$ cat config.mk
export PLATFORM = sky130hd
export DESIGN_NAME = mult_stage
export DESIGN_NICKNAME = d
export VERILOG_FILES = /design/src/design/rob_pkg.sv /design/src/design/mult_pkg.sv /design/src/design/mult_stage.sv
export SDC_FILE = /design/constraint.sdc
export NUM_CORES = 2
export LEC_CHECK = 0
export BUFFER_PORTS_ARGS = -buffer_cell sky130_fd_sc_hd__buf_2
export CORE_ASPECT_RATIO = 1.75
export CORE_MARGIN = 8
export CORE_UTILIZATION = 40
export CTS_CLUSTER_DIAMETER = 120
export DETAILED_ROUTE_END_ITERATION = 8
export PLACE_DENSITY_LB_ADDON = 0.15
export SLEW_MARGIN = 20
export SYNTH_ARGS = -nofsm -noshare
export SYNTH_HDL_FRONTEND = slang
export SYNTH_SLANG_ARGS = --single-unit
export TNS_END_PERCENT = 20
$ cat constraint.sdc
create_clock -name clock -period 7.5 [get_ports clock]
set_input_delay 0.375 -clock clock [delete_from_list [all_inputs] [get_ports clock]]
set_output_delay 0.375 -clock clock [all_outputs]
set_load 0.03 [all_outputs]
$ cat src/design/rob_pkg.sv
package rob_pkg;

  // reorder buffer size, indices wrap modulo this
  localparam int ROB_DEPTH = 32;

  typedef logic [$clog2(ROB_DEPTH)-1:0] rob_idx_t;
  typedef logic [4:0]                   arch_reg_t;
  typedef logic [5:0]                   phys_reg_t;

  // destination carried by every in-flight item
  typedef struct packed {
    arch_reg_t dest;
    phys_reg_t phys;
    rob_idx_t  rob;
  } result_tag_t;

  // span is tail minus rollback index, modulo ROB_DEPTH
  typedef struct packed {
    logic     active;
    rob_idx_t rollback_idx;
    rob_idx_t span;
  } squash_window_t;

  // true when idx sits at or after rollback_idx and not past the tail
  function automatic logic in_squash_window(squash_window_t window, rob_idx_t idx);
    rob_idx_t distance;
    // index width wraps the subtraction around the ring
    distance = idx - window.rollback_idx;
    return window.active && (distance <= window.span);
  endfunction

endpackage

$ cat src/design/mult_pkg.sv
package mult_pkg;

  localparam int DATA_WIDTH    = 64;
  localparam int LITERAL_WIDTH = 8;

  typedef logic [DATA_WIDTH-1:0] word_t;

  // issue request from the reservation station
  typedef struct packed {
    word_t                    opa;
    word_t                    opb;
    logic [LITERAL_WIDTH-1:0] literal;
    logic                     opb_is_imm;
    rob_pkg::result_tag_t     tag;
  } mult_req_t;

  // item moving between pipeline stages
  typedef struct packed {
    // running sum of partial products
    word_t                product;
    // multiplier, consumed one chunk per stage from the low end
    word_t                mplier;
    // multiplicand, shifted up to match the next chunk
    word_t                mcand;
    rob_pkg::result_tag_t tag;
  } stage_data_t;

  // finished product handed to the result bus
  typedef struct packed {
    word_t                product;
    rob_pkg::result_tag_t tag;
  } mult_result_t;

endpackage

$ cat src/design/mult_stage.sv
`timescale 1ns/10ps

module mult_stage #(
  parameter int NUM_STAGES = 4
) (
  input  logic                    clock,
  input  logic                    reset,
  input  logic                    in_valid,
  input  mult_pkg::stage_data_t   in_data,
  input  rob_pkg::squash_window_t window,
  output logic                    out_valid,
  output mult_pkg::stage_data_t   out_data
);

  // bits of the multiplier consumed per stage
  localparam int CHUNK = mult_pkg::DATA_WIDTH / NUM_STAGES;

  logic [CHUNK-1:0]      mplier_chunk;
  mult_pkg::word_t       chunk_ext;
  mult_pkg::word_t       partial_product;
  mult_pkg::stage_data_t next_data;
  logic                  squashed;

  assign mplier_chunk = in_data.mplier[CHUNK-1:0];
  assign chunk_ext    = {{(mult_pkg::DATA_WIDTH-CHUNK){1'b0}}, mplier_chunk};

  // only the low 64 bits of the partial product matter
  assign partial_product = chunk_ext * in_data.mcand;

  always_comb begin
    next_data.product = in_data.product + partial_product;
    // line the next chunk up with a shifted multiplicand
    next_data.mplier  = in_data.mplier >> CHUNK;
    next_data.mcand   = in_data.mcand << CHUNK;
    next_data.tag     = in_data.tag;
  end

  // incoming item younger than the branch gets dropped
  assign squashed = rob_pkg::in_squash_window(window, in_data.tag.rob);

  always_ff @(posedge clock) begin
    if (reset) begin
      out_valid <= 1'b0;
    end else begin
      out_valid <= in_valid && !squashed;
    end
  end

  // payload only moves with a live item
  always_ff @(posedge clock) begin
    if (in_valid) begin
      out_data <= next_data;
    end
  end

endmodule

Word level (Yosys, flattened, before mapping)
Cells that the tools add are included.

Register bits: 177. Bits of input ports: 222. Output and inout port bits: 209. Logic and storage cells: 14.

Add/sub/neg operators: 2. Multiply operators: 1. $lt $le $gt $ge: 1. Reduce and logical (&&, ||, !) cells: 3.

Operator list (count): $add 64x64->64 (1); $mul 16x64->64 (1); $le 5x5->1 (1); $sub 5x5->5 (1); $logic_and 1x1->1 (2); $logic_not 1->1 (1).

Depth between registers and ports, before layout
Depth after elaboration: 5. Gate-level depth with buffers: 26.

Worst setup path before layout
OpenSTA, ideal clock, no wires.

Path type: input -> register. Start: input in_data[81] (netlist bit). End: register out_data[204] (netlist bit) (data pin). Setup time: 260 ps. Data arrival time: 6170 ps. Slack: 1070 ps. Stages on the path: 25. Cells stage by stage: clkbuf_1 -> clkbuf_1 -> nand2_1 -> fa_1 -> inv_1 -> fa_1 -> inv_1 -> fa_1 -> inv_1 -> fa_1 -> fa_1 -> inv_1 -> fa_1 -> inv_1 -> ha_1 -> buf_2 -> nand4_1 -> nor2_1 -> nand3_1 -> a2111o_1 -> o21ai_1 -> a31oi_1 -> nor3b_1 -> a211oi_2 -> xnor2_1.

RTL lines: from (decl) (line mult_stage.sv:9) `input mult_pkg::stage_data_t in_data,`; to (signal assigned) (line mult_stage.sv:52) `out_data <= next_data;`; to (decl) (line mult_stage.sv:12) `output mult_pkg::stage_data_t out_data`.

==> flow_summary.toml <==
[flow_run]
maxCapViolations = 0

[drt]
detail_route.vias_per_cell = 4.874
drtIter0Drc = 1260
ant_nets = 0
routed_wl_mm = 114.4
vias = 25960
first_pass_iters = 5
drc = 0
wl_per_cell_um = 21.48

[setup_path]
crit_family = "adder cells"
cp_max_fo = 26
critPathBufInv = 8
critical_path_class = "in2reg"
end_kind = "register"
cp_slowest_cell = "a21oi_1"
cpMostUsedCell = "fa_1"
required_ns = 7.86
critPathMaxStageDelay_ns = 0.71
cp-start-kind = "input pin"
cp.arrival_ns = 7.49

[synth]
netlist.area_leader.share = 0.4697
yosysTopAreaCell = "fa_1"
async_flop_share = 0
syn_inst = 3706
synth_edf_count = 176
synth-seq-area-share = 0.1527
synth_area_leaders = "fa_1 (47%), edfxtp_1 (15%), inv_1 (11%), nand2_1 (7.5%), and2_1 (4.7%)"
yosys_warnings = 0
synth-seq-cells = 177
netlist_area_sq_um = 34730
synth_cell_types = 61
avgSynthCellArea_sq_um = 9.373
ys.flop_type = "edfxtp_1"

[sta]
period_share = 0.9509
relSlewSlack = 0.3962
fin_crit_ns = 7.132
setup_viol = 0
whs_ns = 0.04620
fmax_ghz = 0.1402
drv_slew = 0
tightest_slew_ns = 0.9057
rsz0062_at_grt = "false"
final_hold_viol_count = 0

[clock_tree]
clk_pin_slew_worst_paths_ns = 0.09
numCtsBuffers = 17
clock-sinks = 177
post-cts-setup-buffers = 0
cts_tree = "done"
cts_buffer_depth = 2
htree_num_levels = 4
cts_root_buf = "clkbuf_16"

[floorplan]
rows = 143
dieArea_sq_um = 96890
coreArea_sq_um = 86420
die_h_um = 405.8
start_util = 0.4019
die_w_um = 238.8
io_pins = 431

[placement]
dpl.hpwl_mm = 95.49
io_buffers = 398
gp_routability_congestion = 0.9076
dpl.cell_count = 5236

[final_layout]
drive_above_1_share = 0.1395
areaGrowthSynthToFinish_pct = 14.35
fin_nets = 5297
multi_input_area_sq_um = 24690
seq_area_sq_um = 5305
fin_cells = 5327
n_fill_cell = 8559

[worst_hold_path]
hp-class = "in2reg"

[global_routing]
grt_usage = 0.2458
grt_max_degree = 116
grt_pass1_vias = 29810
grt_overflow = 0
antenna_found_initial = 8
grt_pass1_wl_mm = 176.6

[run_status]
outcome = "finished clean"
[synthesized netlist by cell type, types with 32 or more instances]
master / count
a21o_1: 38
nand2_1: 691
edfxtp_1: 176
nor2_1: 32
fa_1: 815
inv_1: 1056
and2_1: 260
clkbuf_1: 157
buf_4: 32
a21oi_1: 57
ha_1: 109
xnor2_1: 63
[cell usage in the layout (no fill, tap or decap), types with 4 or more instances in the layout]
| cell | instances |
|---|---|
| inv_1 | 1056 |
| fa_1 | 815 |
| nand2_1 | 691 |
| buf_2 | 397 |
| and2_1 | 260 |
| edfxtp_1 | 176 |
| buf_4 | 137 |
| ha_1 | 109 |
| xnor2_1 | 63 |
| a21oi_1 | 57 |
| dlygate4sd3_1 | 56 |
| a21o_1 | 38 |
| nor2_1 | 32 |
| conb_1 | 32 |
| o21ai_0 | 30 |
| xor2_1 | 28 |
| nand3_1 | 21 |
| clkbuf_16 | 17 |
| o21bai_1 | 12 |
| a31oi_1 | 10 |
| nand2b_1 | 10 |
| nor2b_1 | 9 |
| nor3_1 | 9 |
| o211ai_1 | 7 |
| o21ai_1 | 7 |
| nand4_1 | 7 |
| a211oi_1 | 6 |
| o31ai_1 | 5 |
| inv_6 | 5 |
| clkinv_8 | 5 |
| buf_12 | 5 |
| o21a_1 | 4 |
| and3_1 | 4 |
[layout make-up]
cell class / instances / area share
antenna: 3 / 0.0001890
clock buffer: 17 / 0.01071
clock inverter: 15 / 0.004568
inverter: 1056 / 0.09980
multi-input combinational: 2303 / 0.6217
sequential: 177 / 0.1336
tap: 1160 / 0.03654
timing repair buffer: 596 / 0.09290
[what timing repair did]
item / in CTS / in global routing
hold buffers: 56 / 0
hold endpoints to repair: 56 / 0
resized for setup: 0 / 0
[state kept, by name, summed over array words and instances, names as in the netlist]
signal,cells
out_valid,1
out_data,176
[worst paths after layout]
| kind | startpoint | end | slack (ns) | cells past startpoint |
|---|---|---|---|---|
| worst max-delay path | in_data[82] | out_data[206] | 0.37 | 25 |
| worst min-delay path | in_data[0] | out_data[0] | 0.05 | 1 |
[logic make-up after synthesis]
| group | after synthesis | share of synthesized area |
|---|---|---|
| AOI/OAI and AO/OA | 204 | 0.03898 |
| xor gates and xnor gates | 91 | 0.02295 |
| adders and majority gates | 924 | 0.5090 |
| buffers and inverters | 1257 | 0.1397 |
| DFF | 177 | 0.1527 |
| other | 1 | 0.0001080 |
| and+or+nand+nor | 1052 | 0.1366 |
[routing by layer]
layer  vias up  track usage  share of wire
li1      11400            -              -
met1     13500       0.2648           0.35
met2       838       0.4527           0.53
met3       224      0.03605          0.053
met4         4       0.1424          0.062
met5         -            0        0.00024
[stage by stage]
step | cell area [sq um] | TNS (ns) | worst slack, ns | utilization
after floorplan | 34850 | 0 | 1.070 | -
after global placement | 38540 | -0.5804 | -0.1775 | 0.4460
after detailed placement | 38540 | -1.178 | -0.2826 | 0.4460
after CTS | 39710 | 0 | 0.3128 | 0.4595
after global routing | 39710 | 0 | 0.06199 | 0.4595
final | 39720 | 0 | 0.3680 | 0.4596
Power is left out: the tool's default activity adds up to more than one toggle a clock period on the data nets, which glitch-free logic cannot reach.
