--- config.mk ---
export PLATFORM = sky130hd
export DESIGN_NAME = mult_writeback
export DESIGN_NICKNAME = d
export VERILOG_FILES = /design/src/design/rob_pkg.sv /design/src/design/mult_pkg.sv /design/src/design/mult_writeback.sv
export SDC_FILE = /design/constraint.sdc
export NUM_CORES = 1
export LEC_CHECK = 0
export BUFFER_PORTS_ARGS = -buffer_cell sky130_fd_sc_hd__buf_2
export CORE_AREA = 3 3 118 120
export DETAILED_ROUTE_END_ITERATION = 10
export DIE_AREA = 0 0 121 123
export PLACE_DENSITY_LB_ADDON = 0.12
export SLEW_MARGIN = 40
export SYNTH_ARGS = -nofsm -noshare
export SYNTH_HDL_FRONTEND = slang
export SYNTH_SLANG_ARGS = --single-unit
--- constraint.sdc ---
create_clock -name clock -period 2 [get_ports clock]
set_input_delay 0.1 -clock clock [delete_from_list [all_inputs] [get_ports clock]]
set_output_delay 0.1 -clock clock [all_outputs]
set_load 0.02 [all_outputs]
--- src/design/rob_pkg.sv ---
package rob_pkg;

  // reorder buffer size, indices wrap modulo this
  localparam int ROB_DEPTH = 32;

  typedef logic [$clog2(ROB_DEPTH)-1:0] rob_idx_t;
  typedef logic [4:0]                   arch_reg_t;
  typedef logic [5:0]                   phys_reg_t;

  // destination carried by every in-flight item
  typedef struct packed {
    arch_reg_t dest;
    phys_reg_t phys;
    rob_idx_t  rob;
  } result_tag_t;

  // span is tail minus rollback index, modulo ROB_DEPTH
  typedef struct packed {
    logic     active;
    rob_idx_t rollback_idx;
    rob_idx_t span;
  } squash_window_t;

  // true when idx sits at or after rollback_idx and not past the tail
  function automatic logic in_squash_window(squash_window_t window, rob_idx_t idx);
    rob_idx_t distance;
    // index width wraps the subtraction around the ring
    distance = idx - window.rollback_idx;
    return window.active && (distance <= window.span);
  endfunction

endpackage

--- src/design/mult_pkg.sv ---
package mult_pkg;

  localparam int DATA_WIDTH    = 64;
  localparam int LITERAL_WIDTH = 8;

  typedef logic [DATA_WIDTH-1:0] word_t;

  // issue request from the reservation station
  typedef struct packed {
    word_t                    opa;
    word_t                    opb;
    logic [LITERAL_WIDTH-1:0] literal;
    logic                     opb_is_imm;
    rob_pkg::result_tag_t     tag;
  } mult_req_t;

  // item moving between pipeline stages
  typedef struct packed {
    // running sum of partial products
    word_t                product;
    // multiplier, consumed one chunk per stage from the low end
    word_t                mplier;
    // multiplicand, shifted up to match the next chunk
    word_t                mcand;
    rob_pkg::result_tag_t tag;
  } stage_data_t;

  // finished product handed to the result bus
  typedef struct packed {
    word_t                product;
    rob_pkg::result_tag_t tag;
  } mult_result_t;

endpackage

--- src/design/mult_writeback.sv ---
`timescale 1ns/10ps

module mult_writeback (
  input  logic                    clock,
  input  logic                    reset,
  input  logic                    last_valid,
  input  mult_pkg::stage_data_t   last_data,
  input  rob_pkg::squash_window_t window,
  output logic                    result_valid,
  output mult_pkg::mult_result_t  result
);

  logic                  squashed;
  mult_pkg::mult_result_t next_result;

  // rollback can still catch the item leaving the last stage
  assign squashed = rob_pkg::in_squash_window(window, last_data.tag.rob);

  // mplier and mcand are spent by now, keep product and tag
  always_comb begin
    next_result.product = last_data.product;
    next_result.tag     = last_data.tag;
  end

  // one-cycle strobe, no back-pressure from the result bus
  always_ff @(posedge clock) begin
    if (reset) begin
      result_valid <= 1'b0;
    end else begin
      result_valid <= last_valid && !squashed;
    end
  end

  always_ff @(posedge clock) begin
    if (last_valid) begin
      result <= next_result;
    end
  end

endmodule

; Yosys cells after proc, flatten, opt, wreduce, memory -nomap -nowiden
; Index checks and enable logic that the tools add are counted.
[word_totals]
ff_bits = 81
inputBits = 222
latchBits = 0
memories = 0
romBits = 0
ramBits = 0
elab_cells = 10
[classes]
n_mux = 0
mul = 0
n_eq_ne = 0
n_lt_le_gt_ge = 1
reduce_logical = 3
shift = 0
n_bitwise = 0
n_addsub = 1
div = 0
[ops]
columns = cell, count
row1 = $le 5x5->1, 1
row2 = $sub 5x5->5, 1
row3 = $logic_and 1x1->1, 2
row4 = $logic_not 1->1, 1

; Logic depth before layout (Yosys ltp)
; Gate-level depths: netlist of run 1.
[logic_depth]
ltp_word = 5
depth_mapped = 12

; Worst setup path before layout of run 1
; OpenSTA, ideal clock, no wires.
[synth_path]
kind = in2reg
from = in last_data[0] in the netlist's numbering
to = reg result_valid
setup_ns = 0.134
slack_ns = -0.019
cell_stages = 12
required_time_ns = 1.866
t_arrival_ns = 1.885
cell_sequence = inv_1 ha_1 fa_1 inv_1 a21o_1 a21oi_1 xnor2_1 ha_1 nand4_1 nor2_1 a2111oi_0 nor4b_1
[synth_between]
elab_chain_cells = 5
[synth_rtl]
columns = element, line_no
row1 = "start, declared", mult_writeback.sv:7  ; input mult_pkg::stage_data_t last_data,
row2 = $sub 5x5->5, rob_pkg.sv:28  ; distance = idx - window.rollback_idx;
row3 = $le 5x5->1, rob_pkg.sv:29  ; return window.active && (distance <= window.span);
row4 = $logic_and 1x1->1, rob_pkg.sv:29
row5 = $logic_not 1->1, mult_writeback.sv:30  ; result_valid <= last_valid && !squashed;
row6 = $logic_and 1x1->1, mult_writeback.sv:30
row7 = "end signal, assigned", mult_writeback.sv:30
row8 = "end, declared", mult_writeback.sv:9  ; output logic result_valid,
; No other way between the ends.
; A chain may end at the register's enable or synchronous reset.

; Worst setup path in the final report of run 1
; Same ends and word-level chain as after synthesis.

==> metrics.md, run 1 <==
| Metric | Value |
|---|---|
| Worst-margin pin slew | `441.9 ps` |
| GRT overflow | `0` |
| Max clock buf depth | `2` |
| Number of global-route vias before repair | `2202` |
| Total I/O pin count | `303` |
| Final WS setup | `142.1 ps` |
| Cts bufs inserted | `9` |
| CTS-repair resized insts | `0` |
| Leakage | `2.154 nW` |
| Clock sink count | `81` |
| DRT Pass-1 Iters | `4` |
| H-tree depth | `3` |
| CP Data Arrival Time | `2060 ps` |
| Root Driver | `clkbuf_16` |
| WS Path Type | `input pin to flop` |
| Yosys cell types | `14` |
| Post-layout util | `37.83%` |
| Die height | `123 um` |
| Worst setup SP type | `input pin` |
| Diodes inserted | `0` |
| Status | `completed` |
| Die ar. | `14880 um2` |
| CORE AREA | `13090 um2` |
| Largest net degree at the start of global routing | `82` |
| Starting density of the core | `20.74%` |
| Fillers | `1262` |
| Antenna violations before repair | `1` |
| Final hold violation count | `0` |
| Layout cells sized above 1 | `49.11%` |
| CTS clk-pin slew, worst paths | `60 ps` |
| Wirelength per Cell | `13.84 um` |
| Residual DRC count | `0` |
| Final ANT Viol Nets | `0` |
| Post-route clock period utilization | `92.90%` |
| Power per cell area | `875.3 nW/um2` |
| Max-cap violations | `0` |
| Final wirelength | `7.904 mm` |
| DR vias/cell | `3.641` |
| Fin. max-slew vios | `0` |
| Number of setup violations in the final report | `0` |
| Critical Path Fanout Max | `3` |
| Share of the synthesized area in the top cell type | `88.52%` |
| Unrepaired setup endpoints after global routing | `no` |
| Post-synthesis net count | `353` |
| Post-synthesis cell area | `2714 um2` |
| Synth area leader | `edfxtp_1` |
| Sequential area share after synthesis | `89.26%` |
| Iter 0 DRT Violations | `84` |
| Synthesized flop and latch total | `81` |
| Global-route wire length before repair | `11.70 mm` |
| Site Rows | `42` |
| Final Non-Filler Cells | `571` |
| CTS tree | `built` |
| Die W | `121 um` |
| Type of element capturing the critical path | `flop` |
| Placed Cells | `475` |
| Largest cells by area after synthesis | `edfxtp_1 (89%), ha_1 (4.1%), inv_1 (1.7%)` |
| Warnings from Yosys | `0` |
| Layout area overhead | `82.39%` |
| Hpwl dp | `5.517 mm` |
| Via count | `2079` |
| Pre-CTS setup slack | `-229.6 ps` |
| Hold WS | `69.20 ps` |
| Minimum clock period | `1858 ps` |
| Slew Limit Headroom | `70.54%` |
| Syn avg cell area | `22.43 um2` |
| Global placer's final weighted congestion | `0.6571` |
| Global-route usage over all layers | `10.63%` |
| Hold crit path type | `input pin to flop` |
| Max Clk Rate | `538.2 MHz` |
| Nets | `622` |
| Cells after synthesis | `121` |
| Buffers on Ports | `174` |
| Maximum VDD drop | `0.4146 mV` |
| Worst endpoint required time | `2200 ps` |
[per-layer routing]
metal | up-vias | part of all wire, % | track usage [%]
met2 | 130 | 41 | 14.90
met4 | 2 | 1.5 | 4.462
met1 | 939 | 41 | 12.28
met3 | 10 | 17 | 7.823
li1 | 998 | - | -
met5 | - | 0.16 | 0
[sequential cells by signal, summed over array words and instances (netlist names)]
register	cells
result	80
result_valid	1
[worst max-delay path, cell delays in order]
cell and delay, ps:
buf_2 80, inv_1 40, ha_1 220, fa_2 340
inv_1 60, a21o_1 100, a21oi_1 70, xnor2_1 130
ha_1 320, nand2_1 80, nor2_1 40, a2111oi_0 380
nor4b_1 100
[cells by family after synthesis]
kind of cell               synth area share [%]
buffers and inverters                     1.660
AOI/OAI and AO/OA                         1.429
xor gates and xnor gates                  1.291
adders and majority gates                 4.887
DFF                                       89.26
and+or+nand+nor                           1.476
[repair_timing]
item	in CTS	in global routing
hold buffers	80	0
hold endpoints to repair	80	0
buffers inserted	0	0
[final timing paths]
path	start	endpoint	slack [ps]	depth (start not counted)
max	last_data[0]	result_valid$_SDFF_PP0_	140	13
min	last_data[1]	result[1]$_DFFE_PP_	70	2
[through the flow]
step / TNS [ps] / area [um2] / power [mW]
final: 0 / 4950 / 4.333
after detailed placement: -229.6 / 3852 / 2.624
after global placement: -168.1 / 3852 / 2.623
after CTS: 0 / 4950 / 4.423
after floorplan: 0 / 2716 / 2.334
after global routing: 0 / 4950 / 4.568
[report_power, final]
part           switching [mW]  internal [mW]  leakage, nW  total, mW
Sequential             0.0298           2.01        0.791       2.04
Combinational           0.356          0.302         1.22      0.659
Clock                   0.659          0.971        0.139       1.63
Total                    1.04           3.29         2.15       4.33
[placed cells by master, fill, tap and decap left out, types with 2 or more instances in the layout]
cell and count:
a21o_1 2, a21oi_1 3, buf_2 173, buf_4 4, clkbuf_16 9, clkinvlp_4 2, dlygate4sd3_1 80, edfxtp_1 80
ha_1 9, inv_1 12, nand2_1 2, nor2_1 3, xnor2_1 4
[synth_stat cells, drive strengths merged]
library cell / n
inv: 12
a21oi: 3
nor2: 3
nand2b: 1
dfxtp: 1
nand2: 2
a2111oi: 1
fa: 1
edfxtp: 80
ha: 9
nor4b: 1
a21o: 2
nand4: 1
xnor2: 4
[area by class of cell]
| cell class | count | area, um2 | area share, % |
|---|---|---|---|
| clock buffer | 10 | 229.0 | 4.626 |
| clock inverter | 6 | 67.56 | 1.365 |
| inverter | 12 | 45.04 | 0.9100 |
| multi-input combinational | 28 | 249.0 | 5.030 |
| sequential | 81 | 2422 | 48.94 |
| tap | 176 | 220.2 | 4.449 |
| timing repair buffer | 258 | 1717 | 34.68 |
Power figures use the tool's default switching activity.
==> inputs of run 2 (changes only) <==
- CORE_AREA: 3 3 118 120 -> 3 3 116 118
- CTS_BUF_LIST: not set -> sky130_fd_sc_hd__clkbuf_8
- DIE_AREA: 0 0 121 123 -> 0 0 119 121
==> metrics.md, run 2 (synthesized netlist as in run 1, its figures left out) <==
| Metric | Value |
|---|---|
| Commonest non-fill, non-tap cells in the layout | `buf_2 (173), dlygate4sd3_1 (81), edfxtp_1 (80), inv_1 (14)` |
| Global-route wire length before repair | `12.61 mm` |
| CTS tree | `built` |
| Cts bufs inserted | `9` |
| Antenna violations before repair | `0` |
| Slew Limit Headroom | `70.10%` |
| Worst setup SP type | `input pin` |
| Layout cells sized above 1 | `48.48%` |
| Total I/O pin count | `303` |
| CP Data Arrival Time | `2120 ps` |
| Max Clk Rate | `527.5 MHz` |
| Max clock buf depth | `2` |
| Number of setup violations in the final report | `0` |
| Global placer's final weighted congestion | `0.7299` |
| Layout area overhead | `78.52%` |
| Diodes inserted | `0` |
| Overall power | `3.860 mW` |
| Placed cell area | `3847 um2` |
| Global-route usage over all layers | `12.05%` |
| Finished Cell Area | `4845 um2` |
| Pre-CTS setup slack | `-221.3 ps` |
| Die W | `119 um` |
| Hold WS | `70.34 ps` |
| Die height | `121 um` |
| Worst-margin pin slew | `437.2 ps` |
| Status | `completed` |
| Unrepaired setup endpoints after global routing | `no` |
| Nets | `623` |
| Commonest non-fill, non-tap cell in the layout | `buf_2` |
| Final hold violation count | `0` |
| Site Rows | `41` |
| Registers with the most flip-flops | `result: 80 flops, result_valid: 1 flops` |
| Hold crit path type | `input pin to flop` |
| CTS clk-pin slew, worst paths | `70 ps` |
| Buffers on Ports | `174` |
| GRT overflow | `0` |
| Iter 0 DRT Violations | `79` |
| Minimum clock period | `1896 ps` |
| Residual DRC count | `0` |
| Max reg flops | `80` |
| Hpwl dp | `5.916 mm` |
| Fin. max-slew vios | `0` |
| Maximum VDD drop | `0.3615 mV` |
| Footprint of the multi-input gates | `249.0 um2` |
| CORE AREA | `12570 um2` |
| Number of global-route vias before repair | `2316` |
| Worst endpoint required time | `2220 ps` |
| DR vias/cell | `3.657` |
| Type of element capturing the critical path | `flop` |
| Fillers | `1215` |
| Clock sink count | `81` |
| Final WS setup | `104.2 ps` |
| Critical Path Fanout Max | `3` |
| Starting density of the core | `21.59%` |
| FF/Latch Area | `2422 um2` |
| WS Path Type | `input pin to flop` |
| Die ar. | `14400 um2` |
| Max-cap violations | `0` |
| Root Driver | `clkbuf_8` |
| Final wirelength | `8.401 mm` |
| Via count | `2077` |
| Power per cell area | `796.9 nW/um2` |
| Wirelength per Cell | `14.79 um` |
| Leakage | `2.118 nW` |
| Biggest register | `result` |
| DRT Pass-1 Iters | `4` |
| H-tree depth | `3` |
| Final ANT Viol Nets | `0` |
| Largest net degree at the start of global routing | `45` |
| Post-route clock period utilization | `94.79%` |
[run 2: per-layer routing]
metal / up-vias / GRT usage (%) / wire length [um]
li1: 996 / - / -
met1: 941 / 13.46 / 3370
met2: 131 / 16.99 / 3489
met3: 9 / 10.07 / 1436
met4: 0 / 3.910 / 104
met5: - / 0 / 0
[run 2: worst paths after layout]
kind,startpoint,to,depth (start not counted)
setup / recovery,last_data[0],result_valid$_SDFF_PP0_,13
hold / removal,window[10],result_valid$_SDFF_PP0_,4
[run 2: worst max-delay path: stages]
cell and delay, ps:
buf_2 90, inv_1 40, ha_1 220, fa_2 350, inv_1 60, a21o_1 100, a21oi_1 70, xnor2_1 130
ha_1 320, nand2_1 70, nor2_1 40, a2111oi_0 440, nor4b_1 100
[run 2: final cells by class]
| type | count | share of cell area [%] |
|---|---|---|
| Inverter | 12 | 0.9298 |
| Clock buffer | 9 | 2.557 |
| Sequential cell | 81 | 50.00 |
| Multi-Input combinational cell | 28 | 5.139 |
| Tap cell | 172 | 4.442 |
| Timing Repair Buffer | 259 | 35.64 |
| Clock inverter | 7 | 1.291 |
[run 2: per-stage QoR]
step	instances	TNS, ps	utilization, %
2_1_floorplan	121	0	-
3_3_place_gp	471	-184.2	30.61
3_5_place_dp	471	-221.3	30.61
4_1_cts	568	0	38.55
5_1_grt	568	0	38.55
6_report	568	0	38.55
[run 2: report_power, final]
part | leakage [nW] | internal, mW | switching (mW) | total [mW]
registers | 0.791 | 2.01 | 0.0341 | 2.05
logic | 1.23 | 0.305 | 0.362 | 0.668
clock network | 0.0997 | 0.566 | 0.581 | 1.15
[run 2: timing repair]
action | in CTS | in global routing
resized for setup | 0 | 0
buffers inserted | 0 | 0
endpoints found under the hold margin | 81 | 0
endpoints found under the setup margin | 0 | 0
hold buffers | 81 | 0
