## src/design/rob_pkg.sv

```systemverilog
package rob_pkg;

  // reorder buffer size, indices wrap modulo this
  localparam int ROB_DEPTH = 32;

  typedef logic [$clog2(ROB_DEPTH)-1:0] rob_idx_t;
  typedef logic [4:0]                   arch_reg_t;
  typedef logic [5:0]                   phys_reg_t;

  // destination carried by every in-flight item
  typedef struct packed {
    arch_reg_t dest;
    phys_reg_t phys;
    rob_idx_t  rob;
  } result_tag_t;

  // span is tail minus rollback index, modulo ROB_DEPTH
  typedef struct packed {
    logic     active;
    rob_idx_t rollback_idx;
    rob_idx_t span;
  } squash_window_t;

  // true when idx sits at or after rollback_idx and not past the tail
  function automatic logic in_squash_window(squash_window_t window, rob_idx_t idx);
    rob_idx_t distance;
    // index width wraps the subtraction around the ring
    distance = idx - window.rollback_idx;
    return window.active && (distance <= window.span);
  endfunction

endpackage

```

## src/design/mult_pkg.sv

```systemverilog
package mult_pkg;

  localparam int DATA_WIDTH    = 64;
  localparam int LITERAL_WIDTH = 8;

  typedef logic [DATA_WIDTH-1:0] word_t;

  // issue request from the reservation station
  typedef struct packed {
    word_t                    opa;
    word_t                    opb;
    logic [LITERAL_WIDTH-1:0] literal;
    logic                     opb_is_imm;
    rob_pkg::result_tag_t     tag;
  } mult_req_t;

  // item moving between pipeline stages
  typedef struct packed {
    // running sum of partial products
    word_t                product;
    // multiplier, consumed one chunk per stage from the low end
    word_t                mplier;
    // multiplicand, shifted up to match the next chunk
    word_t                mcand;
    rob_pkg::result_tag_t tag;
  } stage_data_t;

  // finished product handed to the result bus
  typedef struct packed {
    word_t                product;
    rob_pkg::result_tag_t tag;
  } mult_result_t;

endpackage

```

## src/design/mult_issue.sv

```systemverilog
`timescale 1ns/10ps

module mult_issue (
  input  logic                    issue_valid,
  input  mult_pkg::mult_req_t     issue,
  input  logic                    rollback_valid,
  input  rob_pkg::rob_idx_t       rollback_idx,
  input  rob_pkg::rob_idx_t       rob_tail,
  output logic                    first_valid,
  output mult_pkg::stage_data_t   first_data,
  output rob_pkg::squash_window_t window
);

  localparam int PAD_WIDTH = mult_pkg::DATA_WIDTH - mult_pkg::LITERAL_WIDTH;

  mult_pkg::word_t opb_value;

  // operand b is the register or the zero-extended literal
  always_comb begin
    if (issue.opb_is_imm) begin
      opb_value = {{PAD_WIDTH{1'b0}}, issue.literal};
    end else begin
      opb_value = issue.opb;
    end
  end

  // first stage item, product starts from zero
  always_comb begin
    first_data.product = '0;
    first_data.mplier  = issue.opa;
    first_data.mcand   = opb_value;
    first_data.tag     = issue.tag;
  end

  // no back-pressure, so the issue strobe goes straight in
  assign first_valid = issue_valid;

  // squash window shared by every stage and by writeback
  always_comb begin
    window.active       = rollback_valid;
    window.rollback_idx = rollback_idx;
    // distance from the rollback point to the tail, wraps with the ring
    window.span         = rob_tail - rollback_idx;
  end

endmodule

```

## config.mk

```make
export PLATFORM = sky130hd
export DESIGN_NAME = mult_issue
export DESIGN_NICKNAME = d
export VERILOG_FILES = /design/src/design/rob_pkg.sv /design/src/design/mult_pkg.sv /design/src/design/mult_issue.sv
export SDC_FILE = /design/constraint.sdc
export NUM_CORES = 1
export LEC_CHECK = 0
export ABC_CLOCK_PERIOD_IN_PS = 4170
export BUFFER_PORTS_ARGS = -buffer_cell sky130_fd_sc_hd__buf_2
export CELL_PAD_IN_SITES_DETAIL_PLACEMENT = 0
export CELL_PAD_IN_SITES_GLOBAL_PLACEMENT = 2
export CORE_MARGIN = 8
export CORE_UTILIZATION = 10
export DETAILED_ROUTE_END_ITERATION = 10
export PLACE_DENSITY = 0.89
export SLEW_MARGIN = 15
export SYNTH_ARGS = -nofsm -noshare
export SYNTH_HDL_FRONTEND = slang
export SYNTH_SLANG_ARGS = --single-unit
```

## constraint.sdc

```tcl
create_clock -name vclk -period 4.17
set_clock_uncertainty 0.1 [all_clocks]
set_input_delay 0.417 -clock vclk [all_inputs]
set_output_delay 0.417 -clock vclk [all_outputs]
set_load 0.1 [all_outputs]
```

# After elaboration in Yosys (flattened, before gate mapping)
# Index checks and enable logic that the tools add are counted.
# word_totals
ff_bits	0
latchBits	0
ram_bits	0
rom_bits	0
in_bits	165
output_inout_bits	220
word_cells	2
mem_count	0
# classes
add_sub_neg	1
mul	0
n_div	0
n_lt_le_gt_ge	0
n_eq_ne	0
n_shift	0
muxes	1
bitwise_logic	0
reduce_logical	0
# ops
operator	count
two-way mux 64 bit	1
subtractor 5 bit	1

# Longest topological paths before layout
# Gate-level depths: netlist of the first run.
# depth
ltp_word	1
mapped_depth	7

# Least setup slack after synthesis of the first run
# Ideal clock, no wire load.
# synth_timing
path_kind	input port to output port
start	input rob_tail[0]
end	output window[4] (netlist bit)
arrival_time_ns	2.614
t_required_ns	3.653
slack_ns	1.039
path_stages	7
path_buffers	0
cell_sequence	inv_1 ha_1 inv_1 fa_1 a21o_1 a21oi_2 xnor2_1
# synth_lines
item	line_no	text
from (decl)	mult_issue.sv:8	input rob_pkg::rob_idx_t rob_tail,
to (decl)	mult_issue.sv:11	output rob_pkg::squash_window_t window

==> results of run 1 <==
## kinds of logic (layout without fill, tap and decap cells)
kind of cell               count (synthesis)  after routing  share of synthesized area
AOI/OAI and AO/OA                          4              4                    0.01454
xor gates and xnor gates                   4              4                    0.01939
adders and majority gates                  5              5                    0.03878
buffers and inverters                    164            164                     0.6683
muxes                                      8              8                    0.05817
other                                      1             65                   0.002076
and+or+nand+nor                           57             57                     0.1988
## cells in the mapped netlist
cell	number
a21o_1	1
a21oi_1	1
a21oi_2	1
and2b_1	4
buf_2	5
buf_4	151
buf_6	1
buf_8	1
conb_1	1
fa_1	1
ha_1	4
inv_1	6
mux2_2	4
mux2_4	4
nand2_1	1
nor2b_1	52
o21ai_0	1
xnor2_1	2
xor2_1	2
## critical path, delay by kind of cell
family / cells / cell delay, ns
adders and majority gates: 2 / 0.54
xor gates and xnor gates: 1 / 0.11
AOI/OAI and AO/OA: 2 / 0.33
buffers and inverters: 4 / 0.63
## metal layers
layer  GRT usage  part of all wire
met1     0.04462              0.31
met2     0.07108              0.42
met3     0.03757              0.21
met4     0.02799             0.055
met5           0            0.0020
## stage by stage
step	util	cells	total power, mW	instance area [µm²]	setup slack, ns
3_5_place_dp	0.1086	535	0.7359	1938	1.603
3_3_place_gp	0.1086	535	0.7361	1938	1.617
4_1_cts	0.1086	535	0.7365	1938	1.601
5_1_grt	0.1086	535	0.7556	1938	1.507
6_report	0.1088	536	0.7346	1941	1.627
2_1_floorplan	-	306	1.070	2043	1.039
## cell type report
class              count  area (µm²)
diodes                 1       2.502
well taps            229       286.5
repair buffers       158       793.3
multi-input cells    142       835.8
fillers             2098       15900
inverters              6       22.52
## power groups by stage
stage / Sequential [mW] / Combinational [mW] / Clock [mW]
after CTS: 0 / 0.737 / 0
after global placement: 0 / 0.736 / 0
after global routing: 0 / 0.756 / 0
final: 0 / 0.735 / 0.0000000320
after detailed placement: 0 / 0.736 / 0
after floorplan: 0 / 1.07 / 0
## final timing paths
path  slack (ns)               to  cells after the start   startpoint
min         0.73  first_data[114]                      0   issue[123]
max         1.63        window[4]                      9  rob_tail[0]
==> key figures, run 1 <==
Floorplanning
  – Die Y: 150.4 µm
  – Ports: 385
  – # rows: 49
  – Die ar.: 0.02262 mm²
  – Initial Util: 0.1013
  – DIE WIDTH: 150.4 µm
  – Core area: 0.01784 mm²

Clocking
  – Cts repair resizes: 0
  – Post-cts hold buffer count: 0
  – Setup bufs post-CTS: 0

Timing
  – RSZ-0062 raised after global routing: false
  – Max-slew headroom: 0.6221
  – Fin crit share: 0.6098
  – Setup TNS: 0 ns
  – Final Hold Fails: 0
  – Minimum clock period: 2.543 ns
  – Final-report max-slew violation count: 0
  – Hold slack final: 0.7340 ns
  – Fmax: 0.3932 GHz
  – Least-Margin Pin Slew: 0.5669 ns
  – Final-report setup violation count: 0

Power
  – Power per cell area: 378.5 mW/mm²
  – Switching part of the total: 0.8812
  – Sequential fraction of design power: 0
  – Psw: 0.6473 mW
  – Comb power frac: 1.000
  – Clock share of power: 0
  – Leakage: 1.153 nW
  – Pint: 0.08730 mW
  – Max VDD drop: 0.1291 mV

Worst setup path
  – Maximum fanout along the worst path: 2
  – Critical path cell sequence: buf_2 -> inv_1 -> ha_1 -> inv_1 -> fa_1 -> a21o_1 -> a21oi_2 -> xnor2_1 -> buf_2
  – WP data arrival: 2.03 ns
  – Crit start category: input port
  – WS Path Type: input port to output port
  – Nature of the critical path endpoint: output port
  – CP Data Required Time: 3.65 ns
  – Max incr delay on CP: 0.44 ns
  – Crit path max-delay cell type: buf_2

Detailed routing
  – DRT Pass-1 Iters: 3
  – Wire per inst: 12.04 µm
  – DR iter-0 viols: 42
  – WL final: 6.453 mm
  – Post-route DRC: 0
  – Via count: 1412
  – Vias/cell: 2.634
  – Remaining antenna violation count: 0

Synthesis
  – Synth Warn #: 0
  – Synth Instances: 243
  – Post-synth top area share: 0.6274
  – Syn Area/Cell: 7.435 µm²
  – Register area share after synthesis: 0
  – Count of different cell masters after synthesis: 19
  – Main area contributors after synthesis: buf_4, nor2b_1, mux2_4
  – Synthesized area: 0.001807 mm²
  – Yosys top cell by area: buf_4

Finish
  – Layout cells sized above 1: 0.5458
  – Final net count: 478
  – FF/Latch Area: 0 µm²
  – FFs & Latches: 0
  – Most common cell after layout, fill and taps aside: buf_2
  – Area grow syn2layout: 7.410%
  – Commonest cells after routing, fill and taps aside: buf_2, conb_1, nor2b_1
  – # clk buffers: 0

Min path
  – Hold Crit Class: input port to output port

GRT
  – GRT Util Overall: 0.04724
  – First-pass GRT wire length: 8.604 mm
  – Initial antenna violation count: 1
  – GRT overflow: 0
  – Largest net degree at the start of global routing: 36
  – Vias in the first global route: 1600

Flow run
  – Max Cap Violations: 0

Placed design
  – Hpwl dp: 5.975 mm
  – Placer Congestion: 0.6569
  – I/O Buffers: 157

Run status
  – Outcome: completed
(Power assumes the default switching activity.)
==> inputs of run 2 (changes only) <==
Settings changed: ABC_AREA set to 1, ABC_CLOCK_PERIOD_IN_PS 4170 to 2400, PLACE_DENSITY 0.89 to 0.84.
Clock period 4.17 ns to 2.4 ns, I/O delays scaled along.
==> run 2 against run 1 <==
  * Combinational power up 81%
  * Core utilization rose by 0.83 points
  * Critical path depth grew 2
  * Via count rose by 18%
  * First-iteration DRC count is 4.8% higher
  * Critical path type unchanged
  * Critical endpoint unchanged
  * Largest power group unchanged
==> key figures, run 2 <==
Run status
  – Outcome: completed

Power
  – Tot Pwr: 1.326 mW
  – Max VDD drop: 0.2458 mV
  – Power per cell area: 580.2 mW/mm²
  – Leakage: 1.517 nW

Floorplanning
  – Core area: 0.01953 mm²
  – # rows: 51
  – Die Y: 157.1 µm
  – DIE WIDTH: 157.1 µm
  – Ports: 385
  – Die ar.: 0.02469 mm²
  – Initial Util: 0.1020

Finish
  – FF/Latch Area: 0 µm²
  – Fillers: 2356
  – Layout cells sized above 1: 0.4761
  – Commonest cells after routing, fill and taps aside: buf_2, inv_1, conb_1
  – Final net count: 548
  – # clk buffers: 0
  – Most common cell after layout, fill and taps aside: buf_2
  – Area grow syn2layout: 14.76%
  – FFs & Latches: 0
  – Ant. Diodes: 0
  – Fin cells: 641
  – Area occupied by multi-input gates: 773.2 µm²

Worst setup path
  – Crit path max-delay cell type: fa_1
  – Nature of the critical path endpoint: output port
  – Max incr delay on CP: 0.43 ns
  – WP data arrival: 1.72 ns
  – Most frequent cell on the critical path: nand2_1
  – WS Path Type: input port to output port
  – Launch point of the worst path: rob_tail[0]
  – Crit start category: input port
  – CP Data Required Time: 2.06 ns
  – Critical path cell sequence: buf_2 -> inv_1 -> ha_1 -> inv_1 -> fa_1 -> nand2_1 -> nand2_1 -> nand2_1 -> nand2_1 -> nand2_1 -> buf_2
  – Setup crit end: window[4]
  – Maximum fanout along the worst path: 2

GRT
  – Initial antenna violation count: 0
  – Vias in the first global route: 1714
  – Largest net degree at the start of global routing: 33
  – GRT Util Overall: 0.04616
  – First-pass GRT wire length: 9.294 mm
  – GRT overflow: 0

Synthesis
  – Main area contributors after synthesis: buf_4, inv_1, nor2_1
  – Yosys top cell by area: buf_4
  – Synth top cells by count: buf_4, inv_1, nor2_1
  – Count of different cell masters after synthesis: 16
  – Syn Area/Cell: 6.384 µm²
  – Leading cell type by number of instances after synthesis: buf_4
  – Synth Warn #: 0
  – Synthesized area: 0.001992 mm²
  – Post-synth top area share: 0.5691
  – Register area share after synthesis: 0
  – Synth Instances: 312

Min path
  – Hold Crit Start: issue[1]
  – Hold Crit Class: input port to output port
  – Hold Path Depth: 0

Timing
  – Final Hold Fails: 0
  – Fmax: 0.4858 GHz
  – Minimum clock period: 2.059 ns
  – Fin crit share: 0.8577
  – Setup ws final: 0.3414 ns
  – RSZ-0062 raised after global routing: false
  – Final-report setup violation count: 0
  – Max-slew headroom: 0.5117
  – Hold slack final: 0.3800 ns
  – Setup TNS: 0 ns
  – Final-report max-slew violation count: 0
  – Least-Margin Pin Slew: 0.7324 ns

Placed design
  – Placer Congestion: 0.6597
  – Hpwl dp: 6.518 mm
  – Post-Place Setup Slack: 0.3281 ns
  – Cell Count Post-Placement: 641
  – I/O Buffers: 157

Detailed routing
  – DR iter-0 viols: 44
  – Wire per inst: 10.97 µm
  – Vias/cell: 2.599
  – DRT Pass-1 Iters: 4
  – WL final: 7.032 mm
  – Post-route DRC: 0
  – Via count: 1666
  – Remaining antenna violation count: 0

Clocking
  – Cts repair resizes: 0
  – Setup bufs post-CTS: 0
  – Post-cts hold buffer count: 0

Flow run
  – Max Cap Violations: 0
[run 2: cell count changes in the layout (fill, tap and decap cells not counted), moves of 3 or more]
| cell | previous run | this run |
|---|---|---|
| and2b_1 | 4 | 0 |
| buf_12 | 0 | 9 |
| buf_2 | 157 | 149 |
| inv_1 | 6 | 66 |
| mux2_2 | 4 | 8 |
| mux2_4 | 4 | 0 |
| nand2_1 | 1 | 11 |
| nand3_1 | 0 | 3 |
| nor2_1 | 0 | 47 |
| nor2_4 | 0 | 10 |
| nor2b_1 | 52 | 0 |
[run 2: report_power, final]
| part | switching (mW) | internal [mW] | total (mW) |
|---|---|---|---|
| clock network | 0 | 0 | 0 |
| logic | 1.14 | 0.183 | 1.33 |
| registers | 0 | 0 | 0 |
[run 2: area by class of cell]
cell class         count  area share
well taps            265      0.1450
multi-input cells    151      0.3383
repair buffers       159      0.4083
inverters             66      0.1084
[run 2: how the worst min path moves through the flow]
stage,slack (ns),to
floorplan,0.58,first_data[39]
global placement,0.38,first_data[120]
detailed placement,0.38,first_data[120]
CTS,0.38,first_data[120]
global route,0.38,first_data[130]
finish,0.38,first_data[1]
[run 2: metal layers]
layer | share of wire | vias to the layer above | global-route usage | wire (µm)
met5 | 0 | - | 0 | 0
li1 | - | 792 | - | -
met1 | 0.28 | 634 | 0.03917 | 1992
met4 | 0.075 | 0 | 0.03490 | 530
met2 | 0.41 | 192 | 0.07305 | 2890
met3 | 0.23 | 48 | 0.03510 | 1618
[run 2: worst max-delay path, delay by kind of cell]
family / cells / cell delay, ns
simple gates: 5 / 0.30
fa+ha+maj: 2 / 0.56
buf+inv: 4 / 0.61
[run 2: kinds of logic (layout without fill, tap and decap cells)]
family,Yosys count,count (layout),share of synthesized area
AO/OA/AOI/OAI,1,1,0.002510
XOR/XNOR,1,1,0.004398
adder cells (fa/ha/maj),5,5,0.03518
buffers and inverters,224,225,0.7343
multiplexers,8,8,0.04523
other,1,64,0.001883
AND/OR/NAND/NOR,72,72,0.1765
[run 2: through the flow]
stage	cell area, µm²	utilization
2_1_floorplan	2236	-
3_3_place_gp	2286	0.1171
3_5_place_dp	2286	0.1171
4_1_cts	2286	0.1171
5_1_grt	2286	0.1171
6_report	2286	0.1171
